--- src/accelCntPkg.sv ---
package accelCntPkg;

	////////////////////////////////
	// configuration and status
	////////////////////////////////

	typedef struct packed {
		logic [3:0] refPeriod; // last refresh timer value
		logic [3:0] urgStart; // first urgent timer value
		logic [3:0] qosLen; // QoS hold in timer ticks
		logic [1:0] sndQosLen; // sound QoS hold
		logic [11:0] lTimerLen; // last long timer value
	} cfgT;

	typedef struct packed {
		logic [1:0] startState;
		logic refReq;
		logic refUrg;
		logic qosEn;
		logic sndQosReady;
		logic nResOut;
		logic clkOk;
	} statusT;

	typedef struct packed {
		logic eFall; // one cycle pulse
		logic clkOk; // C8M seen toggling
		logic nIpl2;
		logic nResIn;
	} syncT;

	typedef struct packed {
		logic timerTick; // refresh timer wrap
		logic lTimerTick; // long timer wrap
	} tickT;

	////////////////////////////////
	// AXI4-Lite
	////////////////////////////////

	typedef struct packed {
		logic [3:0] awaddr;
		logic awvalid;
		logic [31:0] wdata;
		logic [3:0] wstrb;
		logic wvalid;
		logic bready;
		logic [3:0] araddr;
		logic arvalid;
		logic rready;
	} axiReqT;

	typedef struct packed {
		logic awready;
		logic wready;
		logic [1:0] bresp;
		logic bvalid;
		logic arready;
		logic [31:0] rdata;
		logic [1:0] rresp;
		logic rvalid;
	} axiRspT;

	localparam logic [3:0] ADDR_REF = 4'h0; // refPeriod, urgStart
	localparam logic [3:0] ADDR_QOS = 4'h4; // qosLen, sndQosLen
	localparam logic [3:0] ADDR_LTIM = 4'h8; // lTimerLen
	localparam logic [3:0] ADDR_STAT = 4'hC; // read only

	localparam logic [1:0] RESP_OKAY = 2'b00;
	localparam logic [1:0] RESP_SLVERR = 2'b10;

	localparam cfgT CFG_DEFAULT = '{
		refPeriod: 4'd10, // 11 states per refresh
		urgStart: 4'd8,
		qosLen: 4'd15,
		sndQosLen: 2'd3,
		lTimerLen: 12'd4095
	};

endpackage

--- src/syncEdge.sv ---
`timescale 1ns/1ps

module syncEdge import accelCntPkg::*; (
	input  logic CLK,
	input  logic rstN,
	input  logic e,
	input  logic c8m,
	input  logic nIpl2,
	input  logic nResIn,
	output syncT sync
);

	logic [2:0] eSync; // two sync flops plus one of history
	logic [1:0] c8mSync;
	logic [3:0] c8mHist; // bit 0 newest
	logic [1:0] nIplSync;
	logic [1:0] nResSync;
	logic eFallQ;
	logic clkOkQ;

	////////////////////////////////
	// pin synchronizers
	////////////////////////////////

	always_ff @(posedge CLK or negedge rstN) begin
		if (!rstN) begin
			eSync <= '0;
			c8mSync <= '0;
			c8mHist <= '0;
			nIplSync <= '1; // active low lines idle high
			nResSync <= '1;
		end else begin
			eSync <= {eSync[1:0], e};
			c8mSync <= {c8mSync[0], c8m};
			c8mHist <= {c8mHist[2:0], c8mSync[1]};
			nIplSync <= {nIplSync[0], nIpl2};
			nResSync <= {nResSync[0], nResIn};
		end
	end

	////////////////////////////////
	// E edge and C8M activity
	////////////////////////////////

	always_ff @(posedge CLK or negedge rstN) begin
		if (!rstN) begin
			eFallQ <= 1'b0;
			clkOkQ <= 1'b0; // no clock seen yet
		end else begin
			eFallQ <= eSync[2] && !eSync[1]; // old high, new low
			if (c8mHist == 4'b0000 || c8mHist == 4'b1111)
				clkOkQ <= 1'b0; // stuck for four samples
			else if (c8mHist[1:0] == 2'b01)
				clkOkQ <= 1'b1; // rising edge
		end
	end

	assign sync = '{
		eFall: eFallQ,
		clkOk: clkOkQ,
		nIpl2: nIplSync[1],
		nResIn: nResSync[1]
	};

endmodule

--- src/refreshTimer.sv ---
`timescale 1ns/1ps

module refreshTimer import accelCntPkg::*; #(
	parameter int TimerWidth = 4,
	parameter int LTimerWidth = 12
) (
	input  logic CLK,
	input  logic rstN,
	input  syncT sync,
	input  cfgT cfg,
	output logic refReq,
	output logic refUrg,
	output tickT tick
);

	logic [TimerWidth-1:0] timer;
	logic [TimerWidth-1:0] refPeriod; // cfg widened to the counter
	logic [TimerWidth-1:0] urgStart;
	logic timerTc;
	logic [LTimerWidth-1:0] lTimer;
	logic [LTimerWidth-1:0] lTimerLen;
	logic lTimerTc;

	assign refPeriod = TimerWidth'(cfg.refPeriod);
	assign urgStart = TimerWidth'(cfg.urgStart);
	assign lTimerLen = LTimerWidth'(cfg.lTimerLen);
	assign timerTc = timer == refPeriod; // last step of the period
	assign lTimerTc = lTimer == lTimerLen;

	////////////////////////////////
	// refresh timer on E falls
	////////////////////////////////

	always_ff @(posedge CLK or negedge rstN) begin
		if (!rstN) begin
			timer <= '0;
			refReq <= 1'b0;
			refUrg <= 1'b0;
		end else if (sync.eFall) begin
			timer <= timerTc ? '0 : timer + 1'b1; // wrap after refPeriod
			refReq <= !timerTc; // one idle step per period
			refUrg <= (timer >= urgStart) && (timer < refPeriod);
		end
	end

	////////////////////////////////
	// long timer prescaler
	////////////////////////////////

	always_ff @(posedge CLK or negedge rstN) begin
		if (!rstN) begin
			lTimer <= '0;
			tick <= '0;
		end else begin
			if (tick.timerTick)
				lTimer <= lTimerTc ? '0 : lTimer + 1'b1;
			tick.timerTick <= sync.eFall && timerTc; // one per refresh period
			tick.lTimerTick <= tick.timerTick && lTimerTc;
		end
	end

endmodule

--- src/qosTimer.sv ---
`timescale 1ns/1ps

module qosTimer import accelCntPkg::*; #(
	parameter int TimerWidth = 4
) (
	input  logic CLK,
	input  logic rstN,
	input  syncT sync,
	input  tickT tick,
	input  cfgT cfg,
	input  logic bact,
	input  logic qosCs,
	input  logic sndQosCs,
	output logic qosEn,
	output logic sndQosReady
);

	logic selQ; // any select or reset button held
	logic selSnd; // sound select only
	logic [TimerWidth-1:0] qosCnt;
	logic [TimerWidth-1:0] sndCnt;
	logic [3:0] waitCnt; // bus cycle length

	always_ff @(posedge CLK or negedge rstN) begin
		if (!rstN) begin
			selQ <= 1'b0;
			selSnd <= 1'b0;
		end else begin
			selQ <= (bact && (qosCs || sndQosCs)) || !sync.nResIn;
			selSnd <= bact && sndQosCs;
		end
	end

	////////////////////////////////
	// hold-off counters
	////////////////////////////////

	always_ff @(posedge CLK or negedge rstN) begin
		if (!rstN)
			qosCnt <= '0;
		else if (selQ)
			qosCnt <= TimerWidth'(cfg.qosLen); // restart hold
		else if (tick.timerTick && qosCnt != '0)
			qosCnt <= qosCnt - 1'b1; // stops at zero
	end

	always_ff @(posedge CLK or negedge rstN) begin
		if (!rstN)
			sndCnt <= '0;
		else if (selSnd)
			sndCnt <= TimerWidth'(cfg.sndQosLen);
		else if (selQ)
			sndCnt <= '0; // plain access ends sound hold
		else if (tick.timerTick && sndCnt != '0)
			sndCnt <= sndCnt - 1'b1;
	end

	always_ff @(posedge CLK or negedge rstN) begin
		if (!rstN)
			waitCnt <= '0;
		else if (!bact)
			waitCnt <= '0;
		else
			waitCnt <= waitCnt + 1'b1; // counts bus cycle clocks
	end

	////////////////////////////////
	// outputs, updated between accesses
	////////////////////////////////

	always_ff @(posedge CLK or negedge rstN) begin
		if (!rstN) begin
			qosEn <= 1'b0;
			sndQosReady <= 1'b1;
		end else begin
			if (!bact)
				qosEn <= qosCnt != '0;
			if (!bact)
				sndQosReady <= sndCnt == '0;
			else if (selQ && !selSnd)
				sndQosReady <= 1'b1; // plain access
			else if (waitCnt == 4'd15)
				sndQosReady <= 1'b1; // long wait gives up
		end
	end

endmodule

--- src/startupCtrl.sv ---
`timescale 1ns/1ps

module startupCtrl import accelCntPkg::*; (
	input  logic CLK,
	input  logic rstN,
	input  syncT sync,
	input  tickT tick,
	output logic [1:0] startState,
	output logic nResOut,
	output logic aoutOe,
	output logic nBrIob
);

	typedef enum logic [1:0] {HOLD0, HOLD1, ARB, RUN} stateT;

	stateT state;

	assign startState = state;

	////////////////////////////////
	// power-up sequence
	////////////////////////////////

	always_ff @(posedge CLK or negedge rstN) begin
		if (!rstN)
			state <= HOLD0;
		else if (!sync.clkOk)
			state <= HOLD0; // C8M stuck or absent
		else begin
			case (state)
				HOLD0: if (tick.lTimerTick) state <= HOLD1;
				HOLD1: if (tick.lTimerTick) state <= ARB;
				ARB: if (tick.lTimerTick && sync.nIpl2) state <= RUN; // wait out NMI
				default: state <= RUN; // stays running
			endcase
		end
	end

	always_ff @(posedge CLK or negedge rstN) begin
		if (!rstN) begin
			nResOut <= 1'b0;
			aoutOe <= 1'b0;
			nBrIob <= 1'b0;
		end else begin
			case (state)
				HOLD0, HOLD1: begin
					nResOut <= 1'b0; // reset held
					aoutOe <= 1'b0; // PDS address and control tristated
					nBrIob <= 1'b0; // bus requested
				end
				ARB: begin
					nResOut <= 1'b0;
					aoutOe <= 1'b0;
					if (!sync.nIpl2)
						nBrIob <= 1'b1; // NMI drops the bus request
				end
				default: begin
					aoutOe <= !nBrIob; // drive only with bus granted
					if (tick.lTimerTick)
						nResOut <= 1'b1; // release one long tick later
				end
			endcase
		end
	end

endmodule

--- src/cfgRegs.sv ---
`timescale 1ns/1ps

module cfgRegs import accelCntPkg::*; #(
	parameter int TimerWidth = 4,
	parameter int LTimerWidth = 12
) (
	input  logic CLK,
	input  logic rstN,
	input  axiReqT axiReq,
	output axiRspT axiRsp,
	input  statusT status,
	output cfgT cfg
);

	// writable bits limited to the counter widths
	localparam logic [3:0] TMask = (TimerWidth >= 4) ? 4'hF : 4'((1 << TimerWidth) - 1);
	localparam logic [11:0] LMask =
		(LTimerWidth >= 12) ? 12'hFFF : 12'((1 << LTimerWidth) - 1);

	typedef enum logic {W_IDLE, W_RESP} wStateT;
	typedef enum logic {R_IDLE, R_RESP} rStateT;

	wStateT wState;
	rStateT rState;
	logic wAccept; // write handshake cycle
	logic rAccept; // read handshake cycle
	logic wAddrOk;
	logic [1:0] bresp;
	logic [1:0] rresp;
	logic [31:0] rdata;

	assign wAccept = (wState == W_IDLE) && axiReq.awvalid && axiReq.wvalid;
	assign rAccept = (rState == R_IDLE) && axiReq.arvalid;
	assign wAddrOk = axiReq.awaddr inside {ADDR_REF, ADDR_QOS, ADDR_LTIM};

	////////////////////////////////
	// write channel
	////////////////////////////////

	always_ff @(posedge CLK or negedge rstN) begin
		if (!rstN) begin
			wState <= W_IDLE;
			bresp <= RESP_OKAY;
			cfg <= CFG_DEFAULT;
		end else begin
			case (wState)
				W_IDLE: if (wAccept) begin
					wState <= W_RESP;
					bresp <= wAddrOk ? RESP_OKAY : RESP_SLVERR; // status is read only
				end
				default: if (axiReq.bready) wState <= W_IDLE;
			endcase
			if (wAccept && axiReq.wstrb[0]) begin
				case (axiReq.awaddr)
					ADDR_REF: begin
						cfg.refPeriod <= axiReq.wdata[3:0] & TMask;
						cfg.urgStart <= axiReq.wdata[7:4] & TMask;
					end
					ADDR_QOS: begin
						cfg.qosLen <= axiReq.wdata[3:0] & TMask;
						cfg.sndQosLen <= axiReq.wdata[5:4] & TMask[1:0];
					end
					ADDR_LTIM: cfg.lTimerLen[7:0] <= axiReq.wdata[7:0] & LMask[7:0];
					default: ; // refused
				endcase
			end
			if (wAccept && axiReq.wstrb[1] && axiReq.awaddr == ADDR_LTIM)
				cfg.lTimerLen[11:8] <= axiReq.wdata[11:8] & LMask[11:8]; // upper byte
		end
	end

	////////////////////////////////
	// read channel
	////////////////////////////////

	always_ff @(posedge CLK or negedge rstN) begin
		if (!rstN) begin
			rState <= R_IDLE;
			rresp <= RESP_OKAY;
			rdata <= '0;
		end else begin
			case (rState)
				R_IDLE: if (rAccept) begin
					rState <= R_RESP;
					rresp <= RESP_OKAY;
					case (axiReq.araddr)
						ADDR_REF: rdata <= {24'd0, cfg.urgStart, cfg.refPeriod};
						ADDR_QOS: rdata <= {26'd0, cfg.sndQosLen, cfg.qosLen};
						ADDR_LTIM: rdata <= {20'd0, cfg.lTimerLen};
						ADDR_STAT: rdata <= {24'd0, status}; // live snapshot
						default: begin
							rdata <= '0;
							rresp <= RESP_SLVERR;
						end
					endcase
				end
				default: if (axiReq.rready) rState <= R_IDLE;
			endcase
		end
	end

	assign axiRsp = '{
		awready: wAccept,
		wready: wAccept, // both pulse together
		bresp: bresp,
		bvalid: wState == W_RESP,
		arready: rAccept,
		rdata: rdata,
		rresp: rresp,
		rvalid: rState == R_RESP
	};

endmodule

--- src/accelCnt.sv ---
`timescale 1ns/1ps

module accelCnt import accelCntPkg::*; #(
	parameter int TimerWidth = 4,
	parameter int LTimerWidth = 12
) (
	input  logic CLK,
	input  logic rstN,
	input  logic e,
	input  logic c8m,
	input  logic nIpl2,
	input  logic nResIn,
	input  logic bact,
	input  logic qosCs,
	input  logic sndQosCs,
	input  axiReqT axiReq,
	output axiRspT axiRsp,
	output logic refReq,
	output logic refUrg,
	output logic qosEn,
	output logic sndQosReady,
	output logic nResOut,
	output logic aoutOe,
	output logic nBrIob
);

	syncT sync; // synchronized pins
	tickT tick;
	cfgT cfg;
	statusT status;
	logic [1:0] startState;

	syncEdge uSync (.CLK, .rstN, .e, .c8m, .nIpl2, .nResIn, .sync);

	refreshTimer #(.TimerWidth(TimerWidth), .LTimerWidth(LTimerWidth)) uRefresh (
		.CLK, .rstN, .sync, .cfg, .refReq, .refUrg, .tick
	);

	qosTimer #(.TimerWidth(TimerWidth)) uQos (
		.CLK, .rstN, .sync, .tick, .cfg, .bact, .qosCs, .sndQosCs, .qosEn, .sndQosReady
	);

	startupCtrl uStartup (
		.CLK, .rstN, .sync, .tick, .startState, .nResOut, .aoutOe, .nBrIob
	);

	cfgRegs #(.TimerWidth(TimerWidth), .LTimerWidth(LTimerWidth)) uRegs (
		.CLK, .rstN, .axiReq, .axiRsp, .status, .cfg
	);

	assign status = '{
		startState: startState,
		refReq: refReq,
		refUrg: refUrg,
		qosEn: qosEn,
		sndQosReady: sndQosReady,
		nResOut: nResOut,
		clkOk: sync.clkOk // C8M health
	};

endmodule

--- config.mk ---
export PLATFORM = sky130hd
export DESIGN_NAME = accelCnt
export DESIGN_NICKNAME = d
export VERILOG_FILES = /design/src/accelCntPkg.sv /design/src/syncEdge.sv /design/src/refreshTimer.sv /design/src/qosTimer.sv /design/src/startupCtrl.sv /design/src/cfgRegs.sv /design/src/accelCnt.sv
export SDC_FILE = /design/constraint.sdc
export NUM_CORES = 1
export LEC_CHECK = 0
export ABC_AREA = 1
export BUFFER_PORTS_ARGS = -buffer_cell sky130_fd_sc_hd__buf_2
export CAP_MARGIN = 20
export CORE_MARGIN = 3
export CORE_UTILIZATION = 40
export CTS_BUF_LIST = sky130_fd_sc_hd__clkbuf_8
export CTS_CLUSTER_SIZE = 12
export DETAILED_ROUTE_END_ITERATION = 8
export GPL_ROUTABILITY_DRIVEN = 1
export PLACE_DENSITY_LB_ADDON = 0.3
export REMOVE_ABC_BUFFERS = 1
export SLEW_MARGIN = 20
export SYNTH_ARGS = -nofsm -noshare
export SYNTH_HDL_FRONTEND = slang
export SYNTH_SLANG_ARGS = --single-unit
--- constraint.sdc ---
create_clock -name CLK -period 1.8 [get_ports CLK]
set_clock_uncertainty 0.2 [all_clocks]
set_input_delay 0.18 -clock CLK [delete_from_list [all_inputs] [get_ports CLK]]
set_output_delay 0.18 -clock CLK [all_outputs]
set_load 0.01 [all_outputs]
# --- Word level (Yosys, flattened, before mapping) ---
# Cells that the tools add are included.
word_totals:
  regBits: 120
  wordCells: 140
op_classes:
  addsub: 5
  n_lt_le_gt_ge: 2
  eq_ne: 17
  n_mux: 32
  bitwise_logic: 2
  reduce_logical: 47
ops:
  columns: ["operator", "count"]
  rows:
  - ["$pmux W12 S4", 1]
  - ["$mux W4", 7]
  - ["$eq A4 B4 Y1 const B", 5]
  - ["$logic_and A1 B1 Y1", 16]
  - ["$logic_not A4 Y1", 4]
  - ["$mux W1", 15]
  - ["$add A12 B1 Y12 const B", 1]
  - ["$eq A12 B12 Y1", 1]
  - ["$mux W12", 1]
  - ["$mux W2", 6]
  - ["$reduce_and A2 Y1", 6]
  - ["$add A4 B1 Y4 const B", 2]
  - ["$eq A4 B3 Y1 const B", 2]
  - ["$reduce_bool A2 Y1", 4]
  - ["$reduce_bool A4 Y1", 2]
  - ["$sub A4 B1 Y4 const B", 2]
  - ["$ne A3 B3 Y1 const B", 2]
  - ["$pmux W2 S3", 1]
  - ["$reduce_bool A3 Y1", 2]
  - ["$logic_not A1 Y1", 5]
  - ["$eq A2 B1 Y1 const B", 2]
  - ["$eq A4 B4 Y1", 1]
  - ["$ge A4 B4 Y1", 1]
  - ["$lt A4 B4 Y1", 1]
  - ["12 further kinds", 15]

# --- Logic depth before layout (Yosys ltp) ---
# Gate-level depths: netlist of the first run.
depth:
  depth_word: 5
  ltp_mapped: 10
  depth_no_buf: 10

# --- Hierarchy ---
# From an unflattened synthesis of the first run, not the netlist that was laid out.
unflattened:
  cells_unflattened: 603
  hier_area_um2: 5104.9
by_module_without_submodules:
  columns: ["module", "instances", "cells_per_inst", "area_each_um2", "seq_area_each_um2"]
  rows:
  - ["cfgRegs", 1, 257, 2230.9, 1077.3]
  - ["refreshTimer", 1, 181, 1310.0, 500.5]
  - ["qosTimer", 1, 107, 884.6, 401.6]
  - ["syncEdge", 1, 32, 460.4, 380.4]
  - ["startupCtrl", 1, 26, 219.0, 125.1]

# --- Worst setup path after synthesis of the first run ---
# Ideal clock, no wire load.
synth_timing:
  path_kind: "flip-flop to flip-flop"
  start: "reg, netlist name uRegs.cfg[25]"
  end: "reg uRefresh.timer[3]"
  setup_ps: 88
  arrival_ps: 1254
  required_time_ps: 1512
  slack_ps: 257
  path_stages_with_launch: 8
  n_path_buf: 0
  period_less_slack_ps: 1543
  path_cell_list: "dfstp_2 > inv_1 > ha_1 > nand2_1 > inv_1 > nand3_1 > nor2_1 > nor3b_1"
synth_via:
  elab_chain_cells: 2
synth_lines:
  columns: ["element", "line", "text"]
  rows:
  - ["$eq A4 B4 Y1", "refreshTimer.sv:27", "assign timerTc = timer == refPeriod;"]
  - ["$mux W4", "refreshTimer.sv:40", "timer <= timerTc ? '0 : timer + 1'b1;"]
  - ["end signal, assigned", "refreshTimer.sv:40", null]
  - ["end, declared", "refreshTimer.sv:16", "logic [TimerWidth-1:0] timer;"]
# Every way passes these cells.
# A chain may end at the register's enable or synchronous reset.

==> results of run 1 <==
## logic make-up (layout without fill, tap and decap cells)
family	after synthesis	in the layout	share of synthesized area
fa+ha+maj	14	14	0.0353
other cells	1	22	0.000756
flops	98	98	0.501
buf+inv	124	206	0.123
xor+xnor	11	11	0.0194
simple gates	279	279	0.243
compound gates	64	64	0.0772
## layer usage
metal	up-vias	routed length (um)	track usage
met2	94	5160	0.275
met5	-	0	0
li1	1984	-	-
met4	0	82	0.0403
met1	1809	4870	0.212
met3	7	480	0.0323
## where the power goes
part           leakage (nW)  switching (W)  total, W  internal [W]
combinational          1.78       0.000676   0.00118      0.000508
clock                 0.108       0.000716   0.00134      0.000619
sequential             1.21       0.000262   0.00276       0.00250
total                  3.10        0.00165   0.00528       0.00363
## placed cells by master, fill, tap and decap left out, types with 2 or more instances in the layout
cell type / Yosys / final
dfrtp_1: 72 / 70
nor2_1: 35 / 35
a211oi_1: 2 / 2
inv_1: 78 / 82
nor3_2: 2 / 2
inv_2: 7 / 7
nand4_1: 6 / 6
dfstp_2: 26 / 26
nor2_2: 3 / 2
nor3_1: 3 / 3
nand3_1: 24 / 23
a31oi_1: 2 / 2
o21ai_0: 18 / 18
o31ai_1: 2 / 2
buf_2: 2 / 60
nand2_2: 2 / 4
conb_1: 1 / 22
dfrtp_2: 0 / 2
buf_4: 28 / 12
o21ai_1: 13 / 13
xor2_1: 6 / 6
nor3_4: 4 / 4
o21ai_2: 10 / 10
clkinv_1: 3 / 3
nand3_2: 3 / 3
nand2_1: 193 / 191
xnor2_1: 5 / 5
dlygate4sd3_1: 0 / 28
clkinv_2: 0 / 2
buf_12: 0 / 2
ha_1: 14 / 13
a21oi_1: 13 / 13
clkbuf_8: 0 / 9
## cell type report
cell class,instances,share of cell area
tap,168,0.0357
inverter,88,0.0561
timing repair buffer,102,0.121
clock buffer,9,0.0211
multi-input combinational,390,0.334
clock inverter,7,0.00936
sequential,98,0.423
## worst max path at each step
stage | depth (start not counted) | to | slack [ns]
finish | 5 | axiRsp[40] | 0.12
floorplan | 6 | uRegs.cfg[18] | 0.21
detailed placement | 9 | uRefresh.lTimer[8] | 0.07
global placement | 9 | uRefresh.lTimer[4] | 0.09
CTS | 9 | uRefresh.lTimer[8] | 0.05
global route | 9 | uRefresh.lTimer[5] | -0.007
## flip-flops by register name, summed over array words and instances (netlist names), 2 cells and up
register / cells
uSync.nResSync: 2
uSync.c8mSync: 2
uQos.qosCnt: 4
uSync.eSync: 3
uSync.c8mHist: 4
uRefresh.lTimer: 12
uQos.waitCnt: 4
uQos.sndCnt: 4
uRegs.cfg: 26
uRefresh.timer: 4
uStartup.startState: 2
uRegs.rdata: 12
uSync.nIplSync: 2
uRefresh.tick: 2
## metrics by stage
stage	area (um2)	hold WS (ns)
6_report	5880	0.0272
3_3_place_gp	5370	-0.133
3_5_place_dp	5370	-0.138
5_1_grt	5880	0.0277
4_1_cts	5830	0.0138
2_1_floorplan	4760	-0.316
## what timing repair did
| action | in CTS | in global routing |
|---|---|---|
| endpoints found under the hold margin | 129 | 0 |
| setup endpoints to repair | 0 | 13 |
| buffers inserted | 0 | 3 |
| hold buffers | 28 | 0 |
| resized for setup | 0 | 8 |
==> flow_metrics.env, run 1 <==
export IMPL_outcome="complete, no violations"
export IMPL_totalWireLength_um=10600
export IMPL_start_util=0.411
export IMPL_clk_latency_ns=0.36
export IMPL_yosysSeqAreaShare=0.501
export IMPL_hold_violations=0
export IMPL_rr_worst_depth=7
export IMPL_wire_per_inst_um=12.3
export IMPL_ys_top_cells_by_count="193 x nand2_1, 78 x inv_1, 72 x dfrtp_1, 35 x nor2_1, 28 x buf_4"
export IMPL_final_core_util=0.488
export IMPL_grt_pass1_vias=3820
export IMPL_vias_per_cell=4.52
export IMPL_io_buffer_count=61
export IMPL_setup_viol=0
export IMPL_seq_area_mm2=0.00249
export IMPL_worst_path_buf_inv=4
export IMPL_ff2ff_setup_slack_ns=0.14
export IMPL_async_flop_share=1.00
export IMPL_numCtsBuffers=9
export IMPL_final_setup_tns_ns=0
export IMPL_worstPathRequired_ns=1.42
export IMPL_io_pins=106
export IMPL_cellLeakagePower_nw=3.10
export IMPL_crit_family="buffers and inverters"
export IMPL_path_cells="inv_1, nand3_1, buf_4, inv_1, buf_2"
export IMPL_antenna_cells=0
export IMPL_yosysWarnings=0
export IMPL_crit_path_frequent_cell="inv_1"
export IMPL_path_max_fanout=4
export IMPL_tritoncts="done"
export IMPL_yosysMostFrequentCell="nand2_1"
export IMPL_r2r_end="uRefresh.timer[3]"
export IMPL_root_buffer="clkbuf_8"
export IMPL_die_w_um=117
export IMPL_worstPathArrival_ns=1.30
export IMPL_dpl_worst_slack_ns=0.0727
export IMPL_synth_area_leaders="dfrtp_1 36%, nand2_1 15%, dfstp_2 14%"
export IMPL_grt_use_total=0.161
export IMPL_grt_overflow_total=0
export IMPL_synth_area_mm2=0.00496
export IMPL_reg2reg_from="uRegs.cfg[25]"
export IMPL_layout_setup_ws_ns=0.117
export IMPL_clk_path_buf_depth=2
export IMPL_htree_levels=3
export IMPL_core_mm2=0.0121
export IMPL_drc=0
export IMPL_first_iter_violations=159
export IMPL_area_growth_pct=18.7
export IMPL_post_synth_top_area_cell="dfrtp_1"
export IMPL_cts_sinks=98
export IMPL_post_synth_cell_area_avg_um2=8.39
export IMPL_ys_flop_type="dfrtp_1"
export IMPL_ant_nets=0
export IMPL_synth_edf_count=0
export IMPL_vias=3894
export IMPL_end_kind="output port"
export IMPL_min_period_ns=1.68
export IMPL_ys_types=38
export IMPL_place_inst=815
export IMPL_dp_hpwl_um=7940
export IMPL_max_stage_delay_ns=0.39
export IMPL_maxCapViolations=0
export IMPL_fillers=1135
export IMPL_rows=40
export IMPL_drt_pass1_iterations=4
export IMPL_crit_path_start_kind="flop"
export IMPL_clk_pin_slew_ns=0.09
export IMPL_powerDensity_mw_per_mm2=898
export IMPL_final_nets=761
export IMPL_clock_fmax_mhz=594
export IMPL_irDropWorstVdd_mv=0.437
export IMPL_power_total_w=0.00528
export IMPL_die_area_mm2=0.0138
export IMPL_synth_seq_cells=98
export IMPL_grt_max_degree=37
export IMPL_yosysTopAreaCellShare=0.363
export IMPL_die_h_um=117
export IMPL_final_cells=862
export IMPL_critPathKind="reg2out"
export IMPL_place_congestion=0.812
export IMPL_netlist_instances=591
export IMPL_grt_pass1_wl_um=18300
export IMPL_drv_slew=0
export IMPL_layout_drive_gt1_share=0.218
export IMPL_crit_start="uRegs.wState"
export IMPL_hp_class="in2async"
export IMPL_fin_crit_sh=0.935
export IMPL_multi_input_area_mm2=0.00197
export IMPL_antenna_found_initial=0
export IMPL_cp_slowest_cell="dfrtp_1"
Power figures use the tool's default switching activity.
==> inputs of run 2 (changes only) <==
--- a/config.mk
+++ b/config.mk
@@ -9,8 +9,7 @@
 export BUFFER_PORTS_ARGS = -buffer_cell sky130_fd_sc_hd__buf_2
 export CAP_MARGIN = 20
 export CORE_MARGIN = 3
-export CORE_UTILIZATION = 40
-export CTS_BUF_LIST = sky130_fd_sc_hd__clkbuf_8
+export CORE_UTILIZATION = 50
 export CTS_CLUSTER_SIZE = 12
 export DETAILED_ROUTE_END_ITERATION = 8
 export GPL_ROUTABILITY_DRIVEN = 1
==> flow_metrics.env, run 2 (same netlist as run 1, synthesis figures left out) <==
export IMPL_outcome="complete, no violations"
export IMPL_hold_violations=0
export IMPL_die_w_um=106
export IMPL_largest_reg_flops=26
export IMPL_totalWireLength_um=10700
export IMPL_drt_pass1_iterations=4
export IMPL_grt_pass1_vias=3852
export IMPL_critPathKind="reg2out"
export IMPL_clk_latency_ns=0.37
export IMPL_clock_fmax_mhz=582
export IMPL_htree_levels=3
export IMPL_tritoncts="done"
export IMPL_grt_max_degree=35
export IMPL_io_buffer_count=61
export IMPL_dp_hpwl_um=7680
export IMPL_area_growth_pct=18.1
export IMPL_min_path_cells=4
export IMPL_path_max_fanout=4
export IMPL_final_nets=765
export IMPL_numCtsBuffers=9
export IMPL_regMostFlops="uRegs.cfg"
export IMPL_clk_path_buf_depth=2
export IMPL_ff2ff_setup_slack_ns=0.10
export IMPL_rsz0062_at_grt="true"
export IMPL_whs_endpoint="uRegs.bresp[1]"
export IMPL_start_util=0.527
export IMPL_layout_commonest_cell="nand2_1"
export IMPL_grt_overflow_total=0
export IMPL_place_congestion=0.882
export IMPL_final_core_util=0.622
export IMPL_hp_start="axiReq[7]"
export IMPL_root_buffer="clkbuf_8"
export IMPL_hp_class="in2reg"
export IMPL_irDropWorstVdd_mv=0.704
export IMPL_powerDensity_mw_per_mm2=899
export IMPL_power_total_w=0.00526
export IMPL_maxCapViolations=0
export IMPL_rr_worst_depth=7
export IMPL_grt_use_total=0.199
export IMPL_clk_pin_slew_ns=0.09
export IMPL_r2r_end="uRefresh.timer[2]"
export IMPL_final_setup_tns_ns=0
export IMPL_worstPathArrival_ns=1.34
export IMPL_vias=3943
export IMPL_end_kind="output port"
export IMPL_drv_slew=0
export IMPL_min_period_ns=1.72
export IMPL_antenna_found_initial=0
export IMPL_worstPathRequired_ns=1.42
export IMPL_setup_viol=0
export IMPL_core_mm2=0.00942
export IMPL_crit_path_start_kind="flop"
export IMPL_cellLeakagePower_nw=3.08
export IMPL_reg_top3="uRegs.cfg (26), uRefresh.lTimer (12), uRegs.rdata (12)"
export IMPL_first_iter_violations=138
export IMPL_grt_pass1_wl_um=17900
export IMPL_drc=0
export IMPL_met1_usage=0.260
export IMPL_gr_usage_met2=0.345
export IMPL_layout_drive_gt1_share=0.231
export IMPL_cts_sinks=98
export IMPL_ant_nets=0
export IMPL_vias_per_cell=4.77
export IMPL_use_met3=0.0374
export IMPL_reg2reg_from="uRegs.cfg[25]"
export IMPL_die_h_um=106
export IMPL_fin_crit_sh=0.954
export IMPL_rows=35
export IMPL_wire_per_inst_um=12.9
export IMPL_die_area_mm2=0.0111
export IMPL_final_cell_mix="192 x nand2_1, 77 x inv_1, 70 x dfrtp_1, 60 x buf_2, 34 x nor2_1"
export IMPL_grt_busiest_layer="met2"
export IMPL_antenna_cells=0
export IMPL_io_pins=106
[run 2: cell types whose count changed in the layout (fill, tap and decap cells not counted), sizes merged]
cell      change
buf           +3
bufinv        -1
clkbuf        +1
nand3         +1
clkinvlp      +2
inv           -3
clkinv        +1
[run 2: worst max path at each step]
| stage | start | to | slack (ns) | depth (start not counted) |
|---|---|---|---|---|
| 2_1_floorplan | uRegs.wState | uRegs.cfg[18] | 0.21 | 6 |
| 3_3_place_gp | uRegs.cfg[10] | uRefresh.lTimer[4] | 0.11 | 9 |
| 3_5_place_dp | uRegs.cfg[8] | uRefresh.lTimer[5] | 0.1 | 9 |
| 4_1_cts | uRegs.cfg[8] | uRefresh.lTimer[5] | 0.07 | 9 |
| 5_1_grt | uRefresh.lTimer[1] | uRefresh.lTimer[10] | -0.01 | 10 |
| 6_report | uRegs.wState | axiRsp[40] | 0.08 | 5 |
[run 2: what timing repair did]
item                                   in CTS  in global routing
resized for setup                           0                 11
setup endpoints to repair                   0                 16
hold buffers                               28                  0
setup buffers                               0                  4
endpoints found under the hold margin     121                  0
[run 2: through the flow]
| stage | setup slack, ns | instance area (um2) | std cells | hold slack [ns] |
|---|---|---|---|---|
| 2_1_floorplan | 0.214 | 4760 | 576 | -0.316 |
| 3_3_place_gp | 0.106 | 5330 | 778 | -0.0528 |
| 3_5_place_dp | 0.0985 | 5330 | 778 | -0.0448 |
| 4_1_cts | 0.0696 | 5780 | 822 | 0.0440 |
| 5_1_grt | -0.0125 | 5850 | 827 | 0.0734 |
| 6_report | 0.0821 | 5850 | 827 | 0.0669 |
[run 2: power by group]
part,internal (W),leakage [nW],switching [W]
logic,0.000525,1.79,0.000703
registers,0.00250,1.21,0.000264
clock network,0.000505,0.0827,0.000763
[run 2: critical path: stages (launching register included)]
cell and delay [ns]:
dfrtp_1 0.39, inv_1 0.11, nand3_2 0.11, buf_4 0.17, inv_2 0.07, buf_2 0.13
[run 2: routing by layer]
layer	vias up	part of all wire	routed length [um]
met5	-	0	0
met4	0	0.0096	102
met3	13	0.045	477
met2	81	0.50	5290
met1	1855	0.45	4790
li1	1994	-	-
[run 2: layout make-up]
type / instances / area [um2]
Fill cell: 822 / 3560
Sequential cell: 98 / 2490
Multi-Input combinational cell: 391 / 1980
Timing Repair Buffer: 105 / 721
Inverter: 88 / 330
Tap cell: 129 / 161
Clock buffer: 10 / 128
Clock inverter: 6 / 42.5
